[src/hw/trap_check_pkg.sv]
/*
  Shared widths, cause codes and port types for the trap checker.
  Every checker module imports this package in its header, and the
  testbench uses the same structs to drive and observe the DUT.
*/

`default_nettype none

package trap_check_pkg;

  ////////////////////////////////////////
  // Widths
  ////////////////////////////////////////

  localparam int XLEN        = 32;
  localparam int NUM_CLASSES = 5;
  localparam int EXC_CODE_W  = 5;

  // Synchronous exception codes as written to mcause by the core
  localparam logic [EXC_CODE_W-1:0] EXC_CAUSE_INSTR_FAULT     = 5'd1;
  localparam logic [EXC_CODE_W-1:0] EXC_CAUSE_ILLEGAL_INSN    = 5'd2;
  localparam logic [EXC_CODE_W-1:0] EXC_CAUSE_BREAKPOINT      = 5'd3;
  localparam logic [EXC_CODE_W-1:0] EXC_CAUSE_INSTR_BUS_FAULT = 5'd24;
  localparam logic [EXC_CODE_W-1:0] EXC_CAUSE_ECALL_MMODE     = 5'd11;

  ////////////////////////////////////////
  // Types
  ////////////////////////////////////////

  // Exception classes, lowest value has the highest priority
  typedef enum logic [2:0] {
    CLS_MPU_FAULT = 3'd0,
    CLS_BUS_FAULT = 3'd1,
    CLS_ILLEGAL   = 3'd2,
    CLS_ECALL     = 3'd3,
    CLS_EBREAK    = 3'd4
  } exc_class_e;

  typedef enum logic {
    RPT_MEPC = 1'b0,
    RPT_STEP = 1'b1
  } report_kind_e;

  // One instruction leaving the write-back stage
  typedef struct packed {
    logic            valid;
    logic            kill;     // Merged suppression (irq ack, pending debug, NMI)
    logic [XLEN-1:0] pc;
    logic            mpu_err;
    logic            bus_err;
    logic            illegal;
    logic            ecall;
    logic            ebreak;
  } retire_t;

  // One save of the trap cause into the CSR file
  typedef struct packed {
    logic                  valid;
    logic                  interrupt;
    logic [EXC_CODE_W-1:0] code;
    logic [XLEN-1:0]       mepc;
  } cause_wr_t;

  typedef struct packed {
    report_kind_e    kind;
    exc_class_e      cls;
    logic [XLEN-1:0] expected;
    logic [XLEN-1:0] actual;
  } report_t;

  // First occurrence record, one per class
  typedef struct packed {
    logic            found;
    logic [XLEN-1:0] pc;
  } class_pc_t;

endpackage

`default_nettype wire

[src/hw/cause_capture.sv]
/*
  Records, per exception class, the mepc value of the first trap-cause
  write that reports that class. Interrupt causes and codes outside
  the five checked classes are ignored.
*/

`timescale 1ns/100ps
`default_nettype none

module cause_capture import trap_check_pkg::*; (
  input  wire logic clk,
  input  wire logic rst_ni,
  input  cause_wr_t cause_wr_i,
  output class_pc_t [NUM_CLASSES-1:0] act_rec_o
);

  logic                   known;
  exc_class_e             cls;
  logic [NUM_CLASSES-1:0] set_vec;
  logic [NUM_CLASSES-1:0] found_q;
  logic [XLEN-1:0]        mepc_q [NUM_CLASSES];

  // Map the cause code back onto a class
  always_comb begin
    known   = 1'b1;
    cls     = CLS_MPU_FAULT;
    set_vec = '0;
    case (cause_wr_i.code)
      EXC_CAUSE_INSTR_FAULT:     cls = CLS_MPU_FAULT;
      EXC_CAUSE_INSTR_BUS_FAULT: cls = CLS_BUS_FAULT;
      EXC_CAUSE_ILLEGAL_INSN:    cls = CLS_ILLEGAL;
      EXC_CAUSE_ECALL_MMODE:     cls = CLS_ECALL;
      EXC_CAUSE_BREAKPOINT:      cls = CLS_EBREAK;
      default:                   known = 1'b0;
    endcase
    // Interrupt writes share code values with exceptions, so drop them here
    if (cause_wr_i.valid && !cause_wr_i.interrupt && known) begin
      set_vec[cls] = 1'b1;
    end
  end

  always_ff @(posedge clk, negedge rst_ni) begin
    if (!rst_ni) begin
      found_q <= '0;
    end else begin
      found_q <= found_q | set_vec;
    end
  end

  always_ff @(posedge clk) begin
    for (int i = 0; i < NUM_CLASSES; i++) begin
      if (set_vec[i] && !found_q[i]) begin
        mepc_q[i] <= cause_wr_i.mepc;
      end
    end
  end

  always_comb begin
    for (int i = 0; i < NUM_CLASSES; i++) begin
      act_rec_o[i].found = found_q[i];
      act_rec_o[i].pc    = mepc_q[i];
    end
  end

  for (genvar g = 0; g < NUM_CLASSES; g++) begin : g_mepc_chk
    // Later writes of the same class must not disturb the stored value
    a_mepc_frozen : assert property (@(posedge clk) disable iff (!rst_ni)
                                     found_q[g] |=> $stable(mepc_q[g]));
  end

endmodule

`default_nettype wire

[src/hw/expect_capture.sv]
/*
  Records, per exception class, the PC of the first retirement that
  must trap for that class. A retirement with several fault flags
  counts only for its highest-priority class.
*/

`timescale 1ns/100ps
`default_nettype none

module expect_capture import trap_check_pkg::*; (
  input  wire logic clk,
  input  wire logic rst_ni,
  input  retire_t   retire_i,
  output class_pc_t [NUM_CLASSES-1:0] exp_rec_o
);

  logic                   hit;
  exc_class_e             cls;
  logic [NUM_CLASSES-1:0] set_vec;
  logic [NUM_CLASSES-1:0] found_q;
  logic [XLEN-1:0]        pc_q [NUM_CLASSES];

  // Priority encode the fault flags, MPU fault wins over everything
  always_comb begin
    hit     = 1'b0;
    cls     = CLS_MPU_FAULT;
    set_vec = '0;
    if (retire_i.valid && !retire_i.kill) begin
      hit = 1'b1;
      if (retire_i.mpu_err) begin
        cls = CLS_MPU_FAULT;
      end else if (retire_i.bus_err) begin
        cls = CLS_BUS_FAULT;
      end else if (retire_i.illegal) begin
        cls = CLS_ILLEGAL;
      end else if (retire_i.ecall) begin
        cls = CLS_ECALL;
      end else if (retire_i.ebreak) begin
        cls = CLS_EBREAK;
      end else begin
        hit = 1'b0;
      end
    end
    if (hit) begin
      set_vec[cls] = 1'b1;
    end
  end

  // Found flags are sticky until reset
  always_ff @(posedge clk, negedge rst_ni) begin
    if (!rst_ni) begin
      found_q <= '0;
    end else begin
      found_q <= found_q | set_vec;
    end
  end

  // Only the first PC per class is kept
  always_ff @(posedge clk) begin
    for (int i = 0; i < NUM_CLASSES; i++) begin
      if (set_vec[i] && !found_q[i]) begin
        pc_q[i] <= retire_i.pc;
      end
    end
  end

  always_comb begin
    for (int i = 0; i < NUM_CLASSES; i++) begin
      exp_rec_o[i].found = found_q[i];
      exp_rec_o[i].pc    = pc_q[i];
    end
  end

  for (genvar g = 0; g < NUM_CLASSES; g++) begin : g_found_chk
    // A class once found stays found, the FSM relies on this to compare once
    a_found_sticky : assert property (@(posedge clk) disable iff (!rst_ni)
                                      found_q[g] |=> found_q[g]);
  end

endmodule

`default_nettype wire

[src/hw/report_fsm.sv]
/*
  Picks classes whose expected and actual records are both present,
  compares them once, and sends mismatches and step overruns out over
  a four-phase req/ack handshake, one report at a time.
*/

`timescale 1ns/100ps
`default_nettype none

module report_fsm import trap_check_pkg::*; (
  input  wire logic clk,
  input  wire logic rst_ni,
  input  class_pc_t [NUM_CLASSES-1:0] exp_rec_i,
  input  class_pc_t [NUM_CLASSES-1:0] act_rec_i,
  input  wire logic step_overrun_i,
  input  wire logic report_ack_i,
  output report_t   report_o,
  output logic      report_req_o,
  output logic      step_clear_o
);

  typedef enum logic [1:0] {IDLE, COMPARE, REQ, WAIT_RELEASE} state_e;

  state_e                 state_q;
  exc_class_e             sel_cls_q;
  report_kind_e           sel_kind_q;
  logic [NUM_CLASSES-1:0] checked_q;
  logic [NUM_CLASSES-1:0] ready;
  logic                   any_ready;
  exc_class_e             pick_cls;
  logic                   send;

  ////////////////////////////////////////
  // Selection
  ////////////////////////////////////////

  // Scan downwards so the lowest ready class ends up selected
  always_comb begin
    any_ready = 1'b0;
    pick_cls  = CLS_MPU_FAULT;
    for (int i = NUM_CLASSES - 1; i >= 0; i--) begin
      ready[i] = exp_rec_i[i].found && act_rec_i[i].found && !checked_q[i];
      if (ready[i]) begin
        any_ready = 1'b1;
        pick_cls  = exc_class_e'(3'(i));
      end
    end
  end

  // A step overrun is always reported, a class only on mismatch
  assign send = (sel_kind_q == RPT_STEP) ||
                (exp_rec_i[sel_cls_q].pc != act_rec_i[sel_cls_q].pc);

  ////////////////////////////////////////
  // State machine
  ////////////////////////////////////////

  always_ff @(posedge clk, negedge rst_ni) begin
    if (!rst_ni) begin
      state_q    <= IDLE;
      sel_cls_q  <= CLS_MPU_FAULT;
      sel_kind_q <= RPT_MEPC;
      checked_q  <= '0;
    end else begin
      case (state_q)
        IDLE: begin
          if (any_ready) begin
            sel_cls_q  <= pick_cls;
            sel_kind_q <= RPT_MEPC;
            state_q    <= COMPARE;
          end else if (step_overrun_i) begin
            sel_cls_q  <= CLS_MPU_FAULT;
            sel_kind_q <= RPT_STEP;
            state_q    <= COMPARE;
          end
        end
        COMPARE: begin
          if (sel_kind_q == RPT_MEPC) begin
            checked_q[sel_cls_q] <= 1'b1;
          end
          state_q <= send ? REQ : IDLE;
        end
        // Request is up, wait for the receiver to take it
        REQ: if (report_ack_i) state_q <= WAIT_RELEASE;
        // Request is down, wait for the receiver to let go
        WAIT_RELEASE: if (!report_ack_i) state_q <= IDLE;
        default: state_q <= IDLE;
      endcase
    end
  end

  // Loaded once per report and held until the ack falls
  always_ff @(posedge clk) begin
    if ((state_q == COMPARE) && send) begin
      report_o.kind     <= sel_kind_q;
      report_o.cls      <= sel_cls_q;
      report_o.expected <= (sel_kind_q == RPT_MEPC) ? exp_rec_i[sel_cls_q].pc : '0;
      report_o.actual   <= (sel_kind_q == RPT_MEPC) ? act_rec_i[sel_cls_q].pc : '0;
    end
  end

  assign report_req_o = (state_q == REQ);
  assign step_clear_o = (state_q == WAIT_RELEASE) && !report_ack_i &&
                        (sel_kind_q == RPT_STEP);

  // The request may only drop once the receiver has answered it
  a_req_held : assert property (@(posedge clk) disable iff (!rst_ni)
                                $fell(report_req_o) |-> $past(report_ack_i));

endmodule

`default_nettype wire

[src/hw/step_counter.sv]
/*
  Counts retirements while the core single steps outside debug mode.
  A second retirement in one step window latches an overrun flag,
  which stays set until the report FSM has delivered it.
*/

`timescale 1ns/100ps
`default_nettype none

module step_counter import trap_check_pkg::*; (
  input  wire logic clk,
  input  wire logic rst_ni,
  input  retire_t   retire_i,
  input  wire logic step_i,
  input  wire logic debug_mode_i,
  input  wire logic step_clear_i,
  output logic      step_overrun_o
);

  logic       counted;
  logic [1:0] count_q;

  // Killed retirements still leave the pipeline, so they count too
  assign counted = retire_i.valid && step_i && !debug_mode_i;

  // Saturating count, a new step window starts on each debug entry
  always_ff @(posedge clk, negedge rst_ni) begin
    if (!rst_ni) begin
      count_q <= 2'd0;
    end else if (debug_mode_i) begin
      count_q <= 2'd0;
    end else if (counted && (count_q != 2'd2)) begin
      count_q <= count_q + 2'd1;
    end
  end

  // Set only on the second retirement, so one window gives one report
  always_ff @(posedge clk, negedge rst_ni) begin
    if (!rst_ni) begin
      step_overrun_o <= 1'b0;
    end else if (counted && (count_q == 2'd1)) begin
      step_overrun_o <= 1'b1;
    end else if (step_clear_i) begin
      step_overrun_o <= 1'b0;
    end
  end

endmodule

`default_nettype wire

[src/hw/trap_checker_top.sv]
/*
  Top level of the trap checker. Connects the retirement and cause
  capture units, the single-step counter and the report FSM. Hook the
  retire and cause streams of the core to it and answer its reports.
*/

`timescale 1ns/100ps
`default_nettype none

module trap_checker_top import trap_check_pkg::*; (
  input  wire logic clk,
  input  wire logic rst_ni,
  input  retire_t   retire_i,
  input  cause_wr_t cause_wr_i,
  input  wire logic step_i,
  input  wire logic debug_mode_i,
  input  wire logic report_ack_i,
  output report_t   report_o,
  output logic      report_req_o
);

  class_pc_t [NUM_CLASSES-1:0] exp_rec;
  class_pc_t [NUM_CLASSES-1:0] act_rec;
  logic                        step_overrun;
  logic                        step_clear;

  // Expected side, taken from the retiring instructions
  expect_capture expect_capture_i (
    .clk       (clk),
    .rst_ni    (rst_ni),
    .retire_i  (retire_i),
    .exp_rec_o (exp_rec)
  );

  // Actual side, taken from what the core writes to mepc
  cause_capture cause_capture_i (
    .clk        (clk),
    .rst_ni     (rst_ni),
    .cause_wr_i (cause_wr_i),
    .act_rec_o  (act_rec)
  );

  step_counter step_counter_i (
    .clk            (clk),
    .rst_ni         (rst_ni),
    .retire_i       (retire_i),
    .step_i         (step_i),
    .debug_mode_i   (debug_mode_i),
    .step_clear_i   (step_clear),
    .step_overrun_o (step_overrun)
  );

  report_fsm report_fsm_i (
    .clk            (clk),
    .rst_ni         (rst_ni),
    .exp_rec_i      (exp_rec),
    .act_rec_i      (act_rec),
    .step_overrun_i (step_overrun),
    .report_ack_i   (report_ack_i),
    .report_o       (report_o),
    .report_req_o   (report_req_o),
    .step_clear_o   (step_clear)
  );

endmodule

`default_nettype wire
[config.mk]
export PLATFORM = sky130hd
export DESIGN_NAME = trap_checker_top
export DESIGN_NICKNAME = d
export VERILOG_FILES = /design/src/hw/trap_check_pkg.sv /design/src/hw/cause_capture.sv /design/src/hw/expect_capture.sv /design/src/hw/report_fsm.sv /design/src/hw/step_counter.sv /design/src/hw/trap_checker_top.sv
export SDC_FILE = /design/constraint.sdc
export NUM_CORES = 1
export LEC_CHECK = 0
export ABC_AREA = 1
export CAP_MARGIN = 20
export CORE_MARGIN = 5
export CORE_UTILIZATION = 45
export CTS_CLUSTER_DIAMETER = 100
export DETAILED_ROUTE_END_ITERATION = 8
export DONT_BUFFER_PORTS = 1
export SETUP_SLACK_MARGIN = 0.1
export SYNTH_ARGS = -nofsm -noshare
export SYNTH_HDL_FRONTEND = slang
export SYNTH_HIERARCHICAL = 1
export SYNTH_SLANG_ARGS = --single-unit
[constraint.sdc]
create_clock -name clk -period 5.9 [get_ports clk]
set_input_delay 0.295 -clock clk [delete_from_list [all_inputs] [get_ports clk]]
set_output_delay 0.295 -clock clk [all_outputs]
set_load 0.02 [all_outputs]
== Word-level counts from Yosys, hierarchy flattened ==
Memories as Yosys holds them, arrays and structs flattened.
Cells that the tools add are included.

* Bits in registers: 92
* Bits in writable memories: 320
* Input bits: 83
* Memories: 2

* Add/subtract/negate cells: 1
* Magnitude comparators: 6
* Equality and inequality tests: 14
* Multiplexer cells: 94
* Bitwise logic cells: 4
* Reduce and logical (&&, ||, !) cells: 69

{| class="wikitable"
|+ Memories
! memory !! depth !! width !! rd ports !! clocked after Yosys merged registers in !! write ports !! line !! RTL
|-
| cause_capture_i.mepc_q || 5 || 32 || 5 || 0 || 1 || cause_capture.sv:21 || <nowiki>logic [XLEN-1:0] mepc_q [NUM_CLASSES];</nowiki>
|-
| expect_capture_i.pc_q || 5 || 32 || 5 || 0 || 1 || expect_capture.sv:21 || <nowiki>logic [XLEN-1:0] pc_q [NUM_CLASSES];</nowiki>
|}

{| class="wikitable"
|+ Operators with widths
! cell !! number
|-
| two-way mux 32 bit || 10
|-
| OR reduction 32 bit || 8
|-
| binary-select mux 33 bit (select 3 bit) || 2
|-
| two-way mux 3 bit || 21
|-
| two-way mux 1 bit || 47
|-
| logical AND 1 bit || 33
|-
| != test 32 bit || 1
|-
| zero test 1 bit || 19
|-
| bitwise OR 5 bit || 3
|-
| two-way mux 2 bit || 7
|-
| < comparator 3 x 4 -> 1 bit, second input constant || 3
|-
| case mux 3 bit (4 select lines) || 1
|-
| equality test 5 x 2 -> 1 bit, second input constant || 2
|-
| two-way mux 5 bit || 2
|-
| demux 1 bit (select 3 bit) || 3
|-
| >= comparator 3 x 1 -> 1 bit, second input constant || 3
|-
| case mux 2 bit (4 select lines) || 1
|-
| != test 2 bit, second input constant || 3
|-
| nonzero test 2 bit || 3
|-
| equality test 5 x 1 -> 1 bit, second input constant || 1
|-
| equality test 5 x 4 -> 1 bit, second input constant || 1
|-
| equality test 5 bit, second input constant || 1
|-
| OR reduction 5 bit || 1
|-
| equality test 2 x 1 -> 1 bit, second input constant || 2
|-
| 8 further kinds || 10
|}

== Logic depth before layout (Yosys ltp) ==
Gate-level depths: netlist (run 1).

* Depth in word-level cells: 19
* Gate-level depth with buffers: 19

== Modules after synthesis ==
Netlist (run 1), hierarchy kept.

{| class="wikitable"
|+ Modules (own cells, without submodules)
! module !! instances !! cells an instance !! area each (sq um) !! sequential area each (sq um)
|-
| report_fsm || 1 || 1132 || 6786.5 || 2317.2
|-
| cause_capture || 1 || 212 || 5177.5 || 4929.7
|-
| expect_capture || 1 || 201 || 5099.9 || 4929.7
|-
| step_counter || 1 || 19 || 172.7 || 75.1
|}

== Worst setup path before layout (run 1) ==
No wires, ideal clock.

* Kind: register to register
* Start: register report_fsm_i.sel_cls_q[2]
* End: register, netlist name report_fsm_i/report_o[0]
* Setup time: 422 ps
* Data arrival time: 2926 ps
* Required time: 5478 ps
* Path slack: 2551 ps
* Stages on the path, launching flop included: 18
* Period minus slack after synthesis: 3349 ps
* Path through: dfrtp_1 buf_4 inv_6 nand2_4 nor2_4 buf_4 nand2_1 o21ai_0 inv_1 nand2_1 nand2_1 nand2_1 nor2_1 nand3_1 nor2_1 nand2_1 nand2_1 inv_1

* Longest elaborated chain between the ends: 5

{| class="wikitable"
|+ RTL lines
! element !! line !! RTL
|-
| start: declaration || report_fsm.sv:25 || <nowiki>exc_class_e sel_cls_q;</nowiki>
|-
| start signal: assignment || report_fsm.sv:68 || <nowiki>sel_cls_q <= pick_cls;</nowiki>
|-
| binary-select mux 33 bit (select 3 bit) || report_fsm.sv:52 || <nowiki>(exp_rec_i[sel_cls_q].pc != act_rec_i[sel_cls_q].pc);</nowiki>
|-
| two-way mux 32 bit (not written as such) || report_fsm.sv:52 ||
|-
| != test 32 bit * || report_fsm.sv:52 ||
|-
| logical OR 1 bit * || report_fsm.sv:51 || <nowiki>assign send = (sel_kind_q == RPT_STEP) ||</nowiki>
|-
| logical AND 1 bit * || report_fsm.sv:94 || <nowiki>if ((state_q == COMPARE) && send) begin</nowiki>
|}

Every way passes the cells marked *; elsewhere a longest branch is shown, timed or not. The select of a mux whose other input is x is not followed.
A chain may end at the register's enable or synchronous reset.

== Worst setup path after layout (run 1) ==
* Start: register report_fsm_i.sel_cls_q[0]
* End: register, netlist name report_fsm_i/report_o[4]

* Longest elaborated chain between the ends: 5

{| class="wikitable"
|+ RTL lines
! element !! line
|-
| binary-select mux 33 bit (select 3 bit) || report_fsm.sv:52
|-
| two-way mux 32 bit (not written as such) || report_fsm.sv:52
|-
| != test 32 bit * || report_fsm.sv:52
|-
| logical OR 1 bit * || report_fsm.sv:51
|-
| logical AND 1 bit * || report_fsm.sv:94
|}

Marked as above.

==> metrics, run 1 <==
outcome=finished, final reports clean; crit path from=report_fsm_i/sel_cls_q[0]$_DFFE_PN0P_; Synth top area share=67.6%; DRT Wirelength=43400 microns; Post-DP HPWL=25800 microns; CTS buffer count=42; Reg-to-Reg Start=report_fsm_i/sel_cls_q[0]$_DFFE_PN0P_; Synth async-reset ratio=5.83%; Clock Tree Buf Depth=3; Cell Pwr Density=464 nW/um^2; count leader, synth=nand2_1; Clk pin slew, worst setup/hold paths=0.06 ns; Syn Area/Cell=11.0 sq um; dominant synthesized flop cell=edfxtp_1; TritonRoute pass-1 iters=5; leakage=7.96 nW; worst-margin pin slew=0.941 ns; fraction of layout cells with a size suffix above 1=7.76%; DRT iter0 DRCs=838; clock sinks=412; Hold Startpoint=step_i; Hold Path Stages=4; via count=11106; H-tree levels=2; fmax=0.219 GHz; synth cell count leaders=453 x nand2_1, 388 x edfxtp_1, 218 x nor2_1, 185 x inv_1, 79 x nand3_1; Synth Instances=1564; initial antenna violation count=4; startpoint types=flop; number of port buffers=0; cell repeated most along the worst path=nand2_1; DR WL/cell=19.8 microns; FF-to-FF path depth=17; final hold vios=0; fin nets=1730; Hold WC Path Type=in -> reg; ANT nets after route=0; flop2flop setup slack=1.34 ns; CP arrival=4.81 ns; routability cong.=0.753; Setup TNS Final=0 ns; number of synthesis warnings=6; CP Cell Sequence=nor2_8, nand2_4, inv_2, nand2_1, nand2_1, nor2_1, inv_1, nand2_1, nand2_1, nand2_1, nor2_1, nand2_1, nor2_1, nand2_1, nand2_1, clkinv_2, buf_12; top post-synthesis cells by area=edfxtp_1 68%, nand2_1 9.9%, nor2_1 4.7%; RSZ-0062 raised after global routing=no; site row count=71; Worst path max stage delay=0.69 ns; number of global-route vias before repair=10890; critical path capture point type=flop; largest net degree at the start of global routing=66; Syn Nets=1649; EDFF count, synth=388; first-pass GRT wire length=65400 microns; CTS root buf=clkbuf_16; Final WS setup=1.34 ns; Layout area overhead=15.5%; Max Cap Viol=0; synthesized area=17200 sq um; Synth area leader=edfxtp_1; Layout Skew=0.0135 ns; Seq cells post-synth=412; worst setup path endpoint=report_fsm_i/report_o[4]$_SDFFCE_PP0P_; final setup vio count=0; Post-CTS Setup Inserts=0; Final Cycle Share=77.3%; R2R Path End=report_fsm_i/report_o[4]$_SDFFCE_PP0P_; Die H=206 microns; Crit Path Class=reg -> reg; number of distinct library cells after synthesis=39; grt ovf=0; worst vdd ir=239 uV; Placement Setup Slack=1.41 ns; initial core utilization=45.7%; Clock Latency Late Sink=0.54 ns; Ports=152; register area share after synthesis=71.1%; DIE AREA=42300 sq um; CP max FO=47; Final Max Tran Viols=0; Via-to-Cell Ratio=5.07; slowest CP cell=dfrtp_2; Die Wd=206 microns; Min Clock Period, post-route=4.56 ns; Worst Path Required=6.15 ns; core area=37800 sq um; CTS tree=done; Tot GR Track Use=20.6%; Slew HR=37.1%; DRC viols=0; Final Core Density=52.7%
cells by family (layout without fill, tap and decap cells):
kind of cell,after synthesis,in the layout,synth area share (%)
xor gates and xnor gates,1,1,0.0508
adders and majority gates,2,2,0.145
and+or+nand+nor,831,831,20.3
buffers and inverters,246,358,6.03
AOI/OAI and AO/OA,72,72,2.36
other,0,3,0
DFF,412,412,71.1
how the worst min path moves through the flow:
stage	slack, ns	to
floorplan	-0.0006	cause_capture_i/found_q[0]$_DFF_PN0_
global placement	0.001	expect_capture_i/found_q[4]$_DFF_PN0_
detailed placement	0.001	expect_capture_i/found_q[4]$_DFF_PN0_
CTS	0.03	cause_capture_i/found_q[4]$_DFF_PN0_
global route	0.06	cause_capture_i/found_q[2]$_DFF_PN0_
finish	0.04	step_counter_i/step_overrun_o$_DFFE_PN0P_
worst max-delay path: cells and delay by family, from the launching register on:
| family | cells | cell delay, ns |
|---|---|---|
| simple gates | 13 | 2.02 |
| flops | 1 | 0.69 |
| buf+inv | 4 | 1.49 |
report_power, final:
group | switching, W | internal, W
sequential | 0.000399 | 0.00358
combinational | 0.00190 | 0.000691
clock | 0.00106 | 0.00160
total | 0.00336 | 0.00587
metal layers:
metal	track usage [%]	share of wire (%)	routed length, microns	vias to the layer above
met4	5.48	2.3	1000	2
met1	27.5	43	18600	5348
met3	4.27	6.6	2850	58
li1	-	-	-	5334
met5	0	0.030	13	-
met2	34.4	48	20900	364
metrics by stage:
step                      hold slack, ns  area, sq um  std cells  power [W]
after detailed placement         0.00136        17800       2043    0.00655
after global placement           0.00129        17800       2043    0.00653
after global routing              0.0557        19900       2188    0.00976
final                             0.0415        19900       2190    0.00923
after floorplan                -0.000591        17200       1564    0.00574
after CTS                         0.0316        19900       2187    0.00928
sequential cells by signal, indices dropped and copies added, names as in the netlist, named ones only:
signal	flops
cause_capture_i/mepc_q	160
cause_capture_i/found_q	5
report_fsm_i/checked_q	5
report_fsm_i/sel_cls_q	3
expect_capture_i/found_q	5
step_counter_i/step_overrun_o	1
report_fsm_i/report_o	68
expect_capture_i/pc_q	160
report_fsm_i/sel_kind_q	1
step_counter_i/count_q	2
report_fsm_i/state_q	1
timing repair:
action / CTS / global route
hold endpoints to repair: 352 / 0
resized for setup: 0 / 0
hold buffers: 69 / 0
cell type report:
class / instances / area, sq um
diodes: 3 / 7.51
well taps: 511 / 639
repair buffers: 89 / 863
inverters: 194 / 737
clock inverters: 24 / 240
clock buffers: 51 / 1150
flip-flops and latches: 412 / 12300
fillers: 3208 / 17800
multi-input cells: 906 / 4020
cell usage in the layout, fill, tap and decap left out, drive strengths merged, types with 2 or more instances in the layout:
master | netlist | final
buf | 41 | 21
or2 | 5 | 5
dfrtp | 24 | 24
inv | 194 | 193
clkinvlp | 0 | 3
nand3b | 5 | 5
ha | 2 | 2
o31ai | 2 | 2
bufinv | 0 | 5
nand4 | 42 | 42
nor2 | 235 | 235
diode | 0 | 3
edfxtp | 388 | 388
o211ai | 12 | 12
a21oi | 8 | 8
nand2 | 457 | 457
clkinv | 0 | 17
dlygate4sd3 | 0 | 68
nand3 | 85 | 85
clkbuf | 11 | 51
o21ai | 47 | 47
(Power assumes the default switching activity.)
==> run 2, diff against run 1 <==
--- a/config.mk
+++ b/config.mk
@@ -5,7 +5,7 @@
 export SDC_FILE = /design/constraint.sdc
 export NUM_CORES = 1
 export LEC_CHECK = 0
-export ABC_AREA = 1
+export ABC_AREA = 0
 export CAP_MARGIN = 20
 export CORE_MARGIN = 5
 export CORE_UTILIZATION = 45
==> constraint.sdc (replaced) <==
create_clock -name clk -period 4.4 [get_ports clk]
set_input_delay 0.22 -clock clk [delete_from_list [all_inputs] [get_ports clk]]
set_output_delay 0.22 -clock clk [all_outputs]
set_load 0.02 [all_outputs]
==> metrics, run 2 <==
outcome=finished, final reports clean; fraction of layout cells with a size suffix above 1=15.7%; Syn Nets=1134; site row count=70; routability cong.=0.836; Layout area overhead=18.0%; Final Cycle Share=85.0%; Setup TNS Final=0 ns; Seq pwr share=42.3%; most common cell after layout, fill and taps aside=edfxtp_1; WHS=0.0175 ns; Via-to-Cell Ratio=5.95; CTS buffer count=43; EDFF count, synth=388; clock sinks=412; DIE AREA=41000 sq um; fmax=0.267 GHz; Post-CTS Hold Fix Bufs=86; biggest regs=cause_capture_i/mepc_q (160), expect_capture_i/pc_q (160), report_fsm_i/report_o (68); DR WL/cell=26.5 microns; via count=9834; net switching power=0.00424 W; Internal Pwr Total=0.00821 W; Layout Skew=0.0164 ns; Ports=152; synth cell count leaders=388 x edfxtp_1, 70 x nor2_1, 51 x mux2i_1, 43 x a21oi_1, 42 x o21ai_0; post-CTS resize count=0; Worst path max stage delay=0.69 ns; Seq cells post-synth=412; number of synthesis warnings=6; Switching Fraction=34.1%; combinational share of power=28.4%; synthesized area=16700 sq um; Placement Setup Slack=0.843 ns; Synth Instances=1049; critical path capture point type=flop; Die H=202 microns; Cell Pwr Density=633 nW/um^2; number of port buffers=0; initial antenna violation count=3; DRC viols=0; leakage=6.48 nW; DRT Wirelength=43800 microns; Slew HR=48.2%; grt ovf=0; DRT iter0 DRCs=1175; clock network power share=29.4%; Multi-input gate area=4140 sq um; CP max FO=56; CP arrival=3.96 ns; Synth area leader=edfxtp_1; count leader, synth=edfxtp_1; startpoint types=flop; CTS tree=done; Max Cap Viol=0; most frequent cells in the layout=388 x edfxtp_1, 85 x dlygate4sd3_1, 70 x nor2_1, 51 x mux2i_1, 44 x clkbuf_16; Final Max Tran Viols=0; worst vdd ir=416 uV; final setup vio count=0; register area share after synthesis=73.5%; RSZ-0062 raised after global routing=no; CTS root buf=clkbuf_16; first-pass GRT wire length=64500 microns; Min Clock Period, post-route=3.74 ns; register area=12300 sq um; Crit Path Class=reg -> reg; initial core utilization=45.5%; dominant synthesized flop cell=edfxtp_1; CP Cell Sequence=nor2b_1, buf_4, a22o_1, a22oi_1, xnor2_1, nand4_1, nor4_1, a31oi_4, buf_12; Synth async-reset ratio=5.83%; Synth top area share=69.9%; slowest CP cell=dfrtp_4; top post-synthesis cells by area=edfxtp_1 70%, dfrtp_1 3.6%, mux2i_1 3.1%; Post-CTS Setup Inserts=0; Post-DP HPWL=26600 microns; H-tree levels=2; ANT nets after route=0; Clock Latency Late Sink=0.54 ns; Die Wd=202 microns; worst-margin pin slew=0.778 ns; Clock Tree Buf Depth=3; fin nets=1238; TritonRoute pass-1 iters=5; Worst Path Required=4.62 ns; number of global-route vias before repair=9862; largest net degree at the start of global routing=63; Final WS setup=0.660 ns; core area=36600 sq um; Clk pin slew, worst setup/hold paths=0.06 ns; number of distinct library cells after synthesis=70; Syn Area/Cell=15.9 sq um; FILL cells=2983; Tot GR Track Use=20.9%; final hold vios=0; Hold WC Path Type=in -> reg
==> run 2: changes by cell type after synthesis, moves of 11 or more <==
cell	previous run	this run
nand4_1	42	14
mux2_2	0	34
nor2_2	11	0
a22oi_1	0	27
nand2_1	453	31
inv_1	185	11
xnor2_1	0	21
mux2i_1	0	51
nand3_1	79	21
a22o_1	0	16
o21ai_1	14	0
nor2_1	218	70
a21oi_1	7	43
==> run 2: final timing paths <==
kind / endpoint / slack (ns) / cells past startpoint / from
max in group asynchronous: report_fsm_i/sel_cls_q[2]$_DFFE_PN0P_ / 4.11 / 2 / rst_ni
hold / removal: step_counter_i/count_q[1]$_DFFE_PN0P_ / 0.02 / 2 / debug_mode_i
setup / recovery: report_fsm_i/report_o[64]$_DFFE_PP_ / 0.66 / 9 / report_fsm_i/sel_cls_q[1]$_DFFE_PN0P_
setup reg to reg: report_fsm_i/report_o[64]$_DFFE_PP_ / 0.66 / 9 / report_fsm_i/sel_cls_q[1]$_DFFE_PN0P_
min in group asynchronous: cause_capture_i/found_q[3]$_DFF_PN0_ / 0.12 / 2 / rst_ni
hold reg to reg: report_fsm_i/checked_q[0]$_DFFE_PN0P_ / 0.47 / 1 / report_fsm_i/checked_q[0]$_DFFE_PN0P_
==> run 2: kinds of logic after synthesis <==
family | share of synthesized area (%)
muxes | 6.39
and+or+nand+nor | 7.25
adders and majority gates | 0.150
xor gates and xnor gates | 1.21
buffers and inverters | 2.25
DFF | 73.5
AOI/OAI and AO/OA | 9.27
==> run 2: per-stage QoR <==
step           util (%)  area, sq um  std cells  power (W)
6_report           53.8        19700       1654     0.0125
2_1_floorplan         -        16700       1049    0.00755
3_5_place_dp       47.5        17400       1490    0.00873
4_1_cts            53.7        19700       1653     0.0125
5_1_grt            53.7        19700       1653     0.0130
3_3_place_gp       47.5        17400       1490    0.00872
==> run 2: per-layer routing <==
| layer | global-route usage, % | wire [microns] | up-vias |
|---|---|---|---|
| li1 | - | - | 4330 |
| met1 | 29.8 | 18700 | 5022 |
| met5 | 0 | 40 | - |
| met4 | 4.58 | 794 | 6 |
| met3 | 4.49 | 3510 | 68 |
| met2 | 33.7 | 20800 | 408 |
==> run 2: cell type report <==
cell class	instances	area share, %
timing repair buffer	121	6.14
tap	468	2.98
antenna	1	0.0127
clock inverter	30	1.61
clock buffer	47	5.65
inverter	12	0.229
multi-input combinational	563	21.1
sequential	412	62.3
==> run 2: power by group through the flow <==
stage	combinational, W	sequential (W)	clock, W
CTS	0.00351	0.00527	0.00370
detailed placement	0.00338	0.00535	0
global route	0.00379	0.00530	0.00390
finish	0.00353	0.00526	0.00366
global placement	0.00337	0.00535	0
floorplan	0.00237	0.00518	0
==> run 2: worst max-delay path, delay by kind of cell, from the launching register on <==
| family | cells | cell delay (ns) |
|---|---|---|
| buffers and inverters | 2 | 0.52 |
| DFF | 1 | 0.69 |
| AOI/OAI and AO/OA | 3 | 0.51 |
| xor gates and xnor gates | 1 | 0.49 |
| and+or+nand+nor | 3 | 1.09 |
==> run 3, diff against run 2 <==
==> constraint.sdc (replaced) <==
create_clock -name clk -period 3.6 [get_ports clk]
set_input_delay 0.18 -clock clk [delete_from_list [all_inputs] [get_ports clk]]
set_output_delay 0.18 -clock clk [all_outputs]
set_load 0.02 [all_outputs]
==> metrics, run 3 (synthesized netlist as in run 2, its figures left out) <==
Layout Skew=0.0140 ns; Clk pin slew, worst setup/hold paths=0.06 ns; Via-to-Cell Ratio=5.84; most common cell after layout, fill and taps aside=edfxtp_1; Reg-to-Reg Start=report_fsm_i/sel_cls_q[2]$_DFFE_PN0P_; Clock Tree Buf Depth=3; site row count=70; Placed Area=17500 sq um; Final WS setup=0.202 ns; Tot GR Track Use=21.4%; CP arrival=3.69 ns; most frequent cells in the layout=388 x edfxtp_1, 87 x dlygate4sd3_1, 69 x nor2_1, 56 x buf_4, 51 x mux2i_1; H-tree levels=2; DRT Wirelength=44700 microns; Setup TNS Final=0 ns; core area=36600 sq um; R2R Path End=report_fsm_i/report_o[33]$_SDFFCE_PP0P_; CP Depth=8; first-pass GRT wire length=65200 microns; CTS buffer count=43; critical path capture point type=flop; DRC viols=0; final setup vio count=0; worst-margin pin slew=0.845 ns; Layout area overhead=19.8%; Worst path max stage delay=0.60 ns; leakage=6.65 nW; Die Wd=202 microns; biggest regs=cause_capture_i/mepc_q (160), expect_capture_i/pc_q (160), report_fsm_i/report_o (68); Die H=202 microns; TritonRoute pass-1 iters=5; WHS=0.0681 ns; number of global-route vias before repair=9892; design area=20000 sq um; via count=9852; Multi-input gate area=4150 sq um; initial antenna violation count=3; outcome=finished, final reports clean; fmax=0.294 GHz; Cell Pwr Density=784 nW/um^2; FF-to-FF path depth=8; routability cong.=0.809; FILL cells=2920; Hold WC Path Type=in -> async; flop2flop setup slack=0.20 ns; Crit Path Class=reg -> reg; Max Cap Viol=0; Placement Setup Slack=0.00811 ns; Min Clock Period, post-route=3.40 ns; Post-DP HPWL=27500 microns; Worst Path Required=3.89 ns; fin nets=1268; startpoint types=flop; Final Max Tran Viols=0; clock sinks=412; grt ovf=0; family with the most delay on the worst path=buffers and inverters; worst vdd ir=590 uV; Ports=152; fraction of layout cells with a size suffix above 1=17.8%; CTS tree=done; DIE AREA=41000 sq um; DRT iter0 DRCs=903; worst path bufs/invs=3; DR WL/cell=26.5 microns; CTS root buf=clkbuf_16; Final Cycle Share=94.4%; CP Cell Sequence=clkinv_1, buf_4, a21oi_1, xnor2_1, nand4_1, nor4_1, a31oi_4, buf_12; RSZ-0062 raised after global routing=no; number of port buffers=0; Slew HR=43.7%; Clock Latency Late Sink=0.56 ns; largest net degree at the start of global routing=69; final hold vios=0; slowest CP cell=dfrtp_4; CP max FO=38; register area=12300 sq um; initial core utilization=45.5%; ANT nets after route=0
run 3: power by group:
group | leakage (nW) | switching, W | internal, W
Sequential | 3.80 | 0.000547 | 0.00580
Clock | 0.718 | 0.00180 | 0.00278
Combinational | 2.13 | 0.00294 | 0.00179
run 3: through the flow:
| stage | total power [W] | std cells | utilization, % |
|---|---|---|---|
| floorplan | 0.00922 | 1049 | - |
| global placement | 0.0108 | 1507 | 47.8 |
| detailed placement | 0.0109 | 1507 | 47.8 |
| CTS | 0.0156 | 1676 | 54.3 |
| global route | 0.0163 | 1686 | 54.5 |
| finish | 0.0157 | 1686 | 54.5 |
run 3: worst reg2reg max path, stage by stage (launching register included):
cell and delay, ns:
dfrtp_4 0.60, clkinv_1 0.53, buf_4 0.40, a21oi_1 0.34
xnor2_1 0.23, nand4_1 0.16, nor4_1 0.42, a31oi_4 0.20
buf_12 0.23
run 3: how the worst max path moves through the flow:
stage                                                     start                                 endpoint  slack [ns]
after floorplan                                     retire_i[3]   expect_capture_i/pc_q[0][64]$_DFFE_PP_        0.16
after global placement    report_fsm_i/sel_cls_q[2]$_DFFE_PN0P_   report_fsm_i/report_o[6]$_SDFFCE_PP0P_        0.15
after detailed placement  report_fsm_i/sel_cls_q[2]$_DFFE_PN0P_  report_fsm_i/report_o[47]$_SDFFCE_PP0P_       0.008
after CTS                 report_fsm_i/sel_cls_q[2]$_DFFE_PN0P_  report_fsm_i/report_o[22]$_SDFFCE_PP0P_        0.12
after global routing      report_fsm_i/sel_cls_q[2]$_DFFE_PN0P_  report_fsm_i/report_o[10]$_SDFFCE_PP0P_        0.11
final                     report_fsm_i/sel_cls_q[2]$_DFFE_PN0P_  report_fsm_i/report_o[33]$_SDFFCE_PP0P_        0.20
run 3: final cells by class:
type	instances	share of cell area, %
Clock buffer	49	5.71
Tap cell	468	2.93
Multi-Input combinational cell	563	20.8
Timing Repair Buffer	151	7.31
Sequential cell	412	61.4
Clock inverter	30	1.64
Antenna cell	1	0.0125
Inverter	12	0.226
run 3: per-layer routing:
layer	global-route usage [%]	vias up	share of wire, %
met3	4.39	72	6.8
met2	34.5	394	48
met5	0	-	0.031
met4	5.84	4	2.0
li1	-	4391	-
met1	30.0	4991	43
run 3: timing repair:
| action | 4_1_cts | 5_1_grt |
|---|---|---|
| cloned | 0 | 0 |
| resized for setup | 0 | 2 |
| hold endpoints to repair | 358 | 0 |
| hold buffers | 88 | 0 |
| pin swaps | 2 | 2 |
| setup buffers | 2 | 9 |
| endpoints found under the setup margin | 68 | 68 |
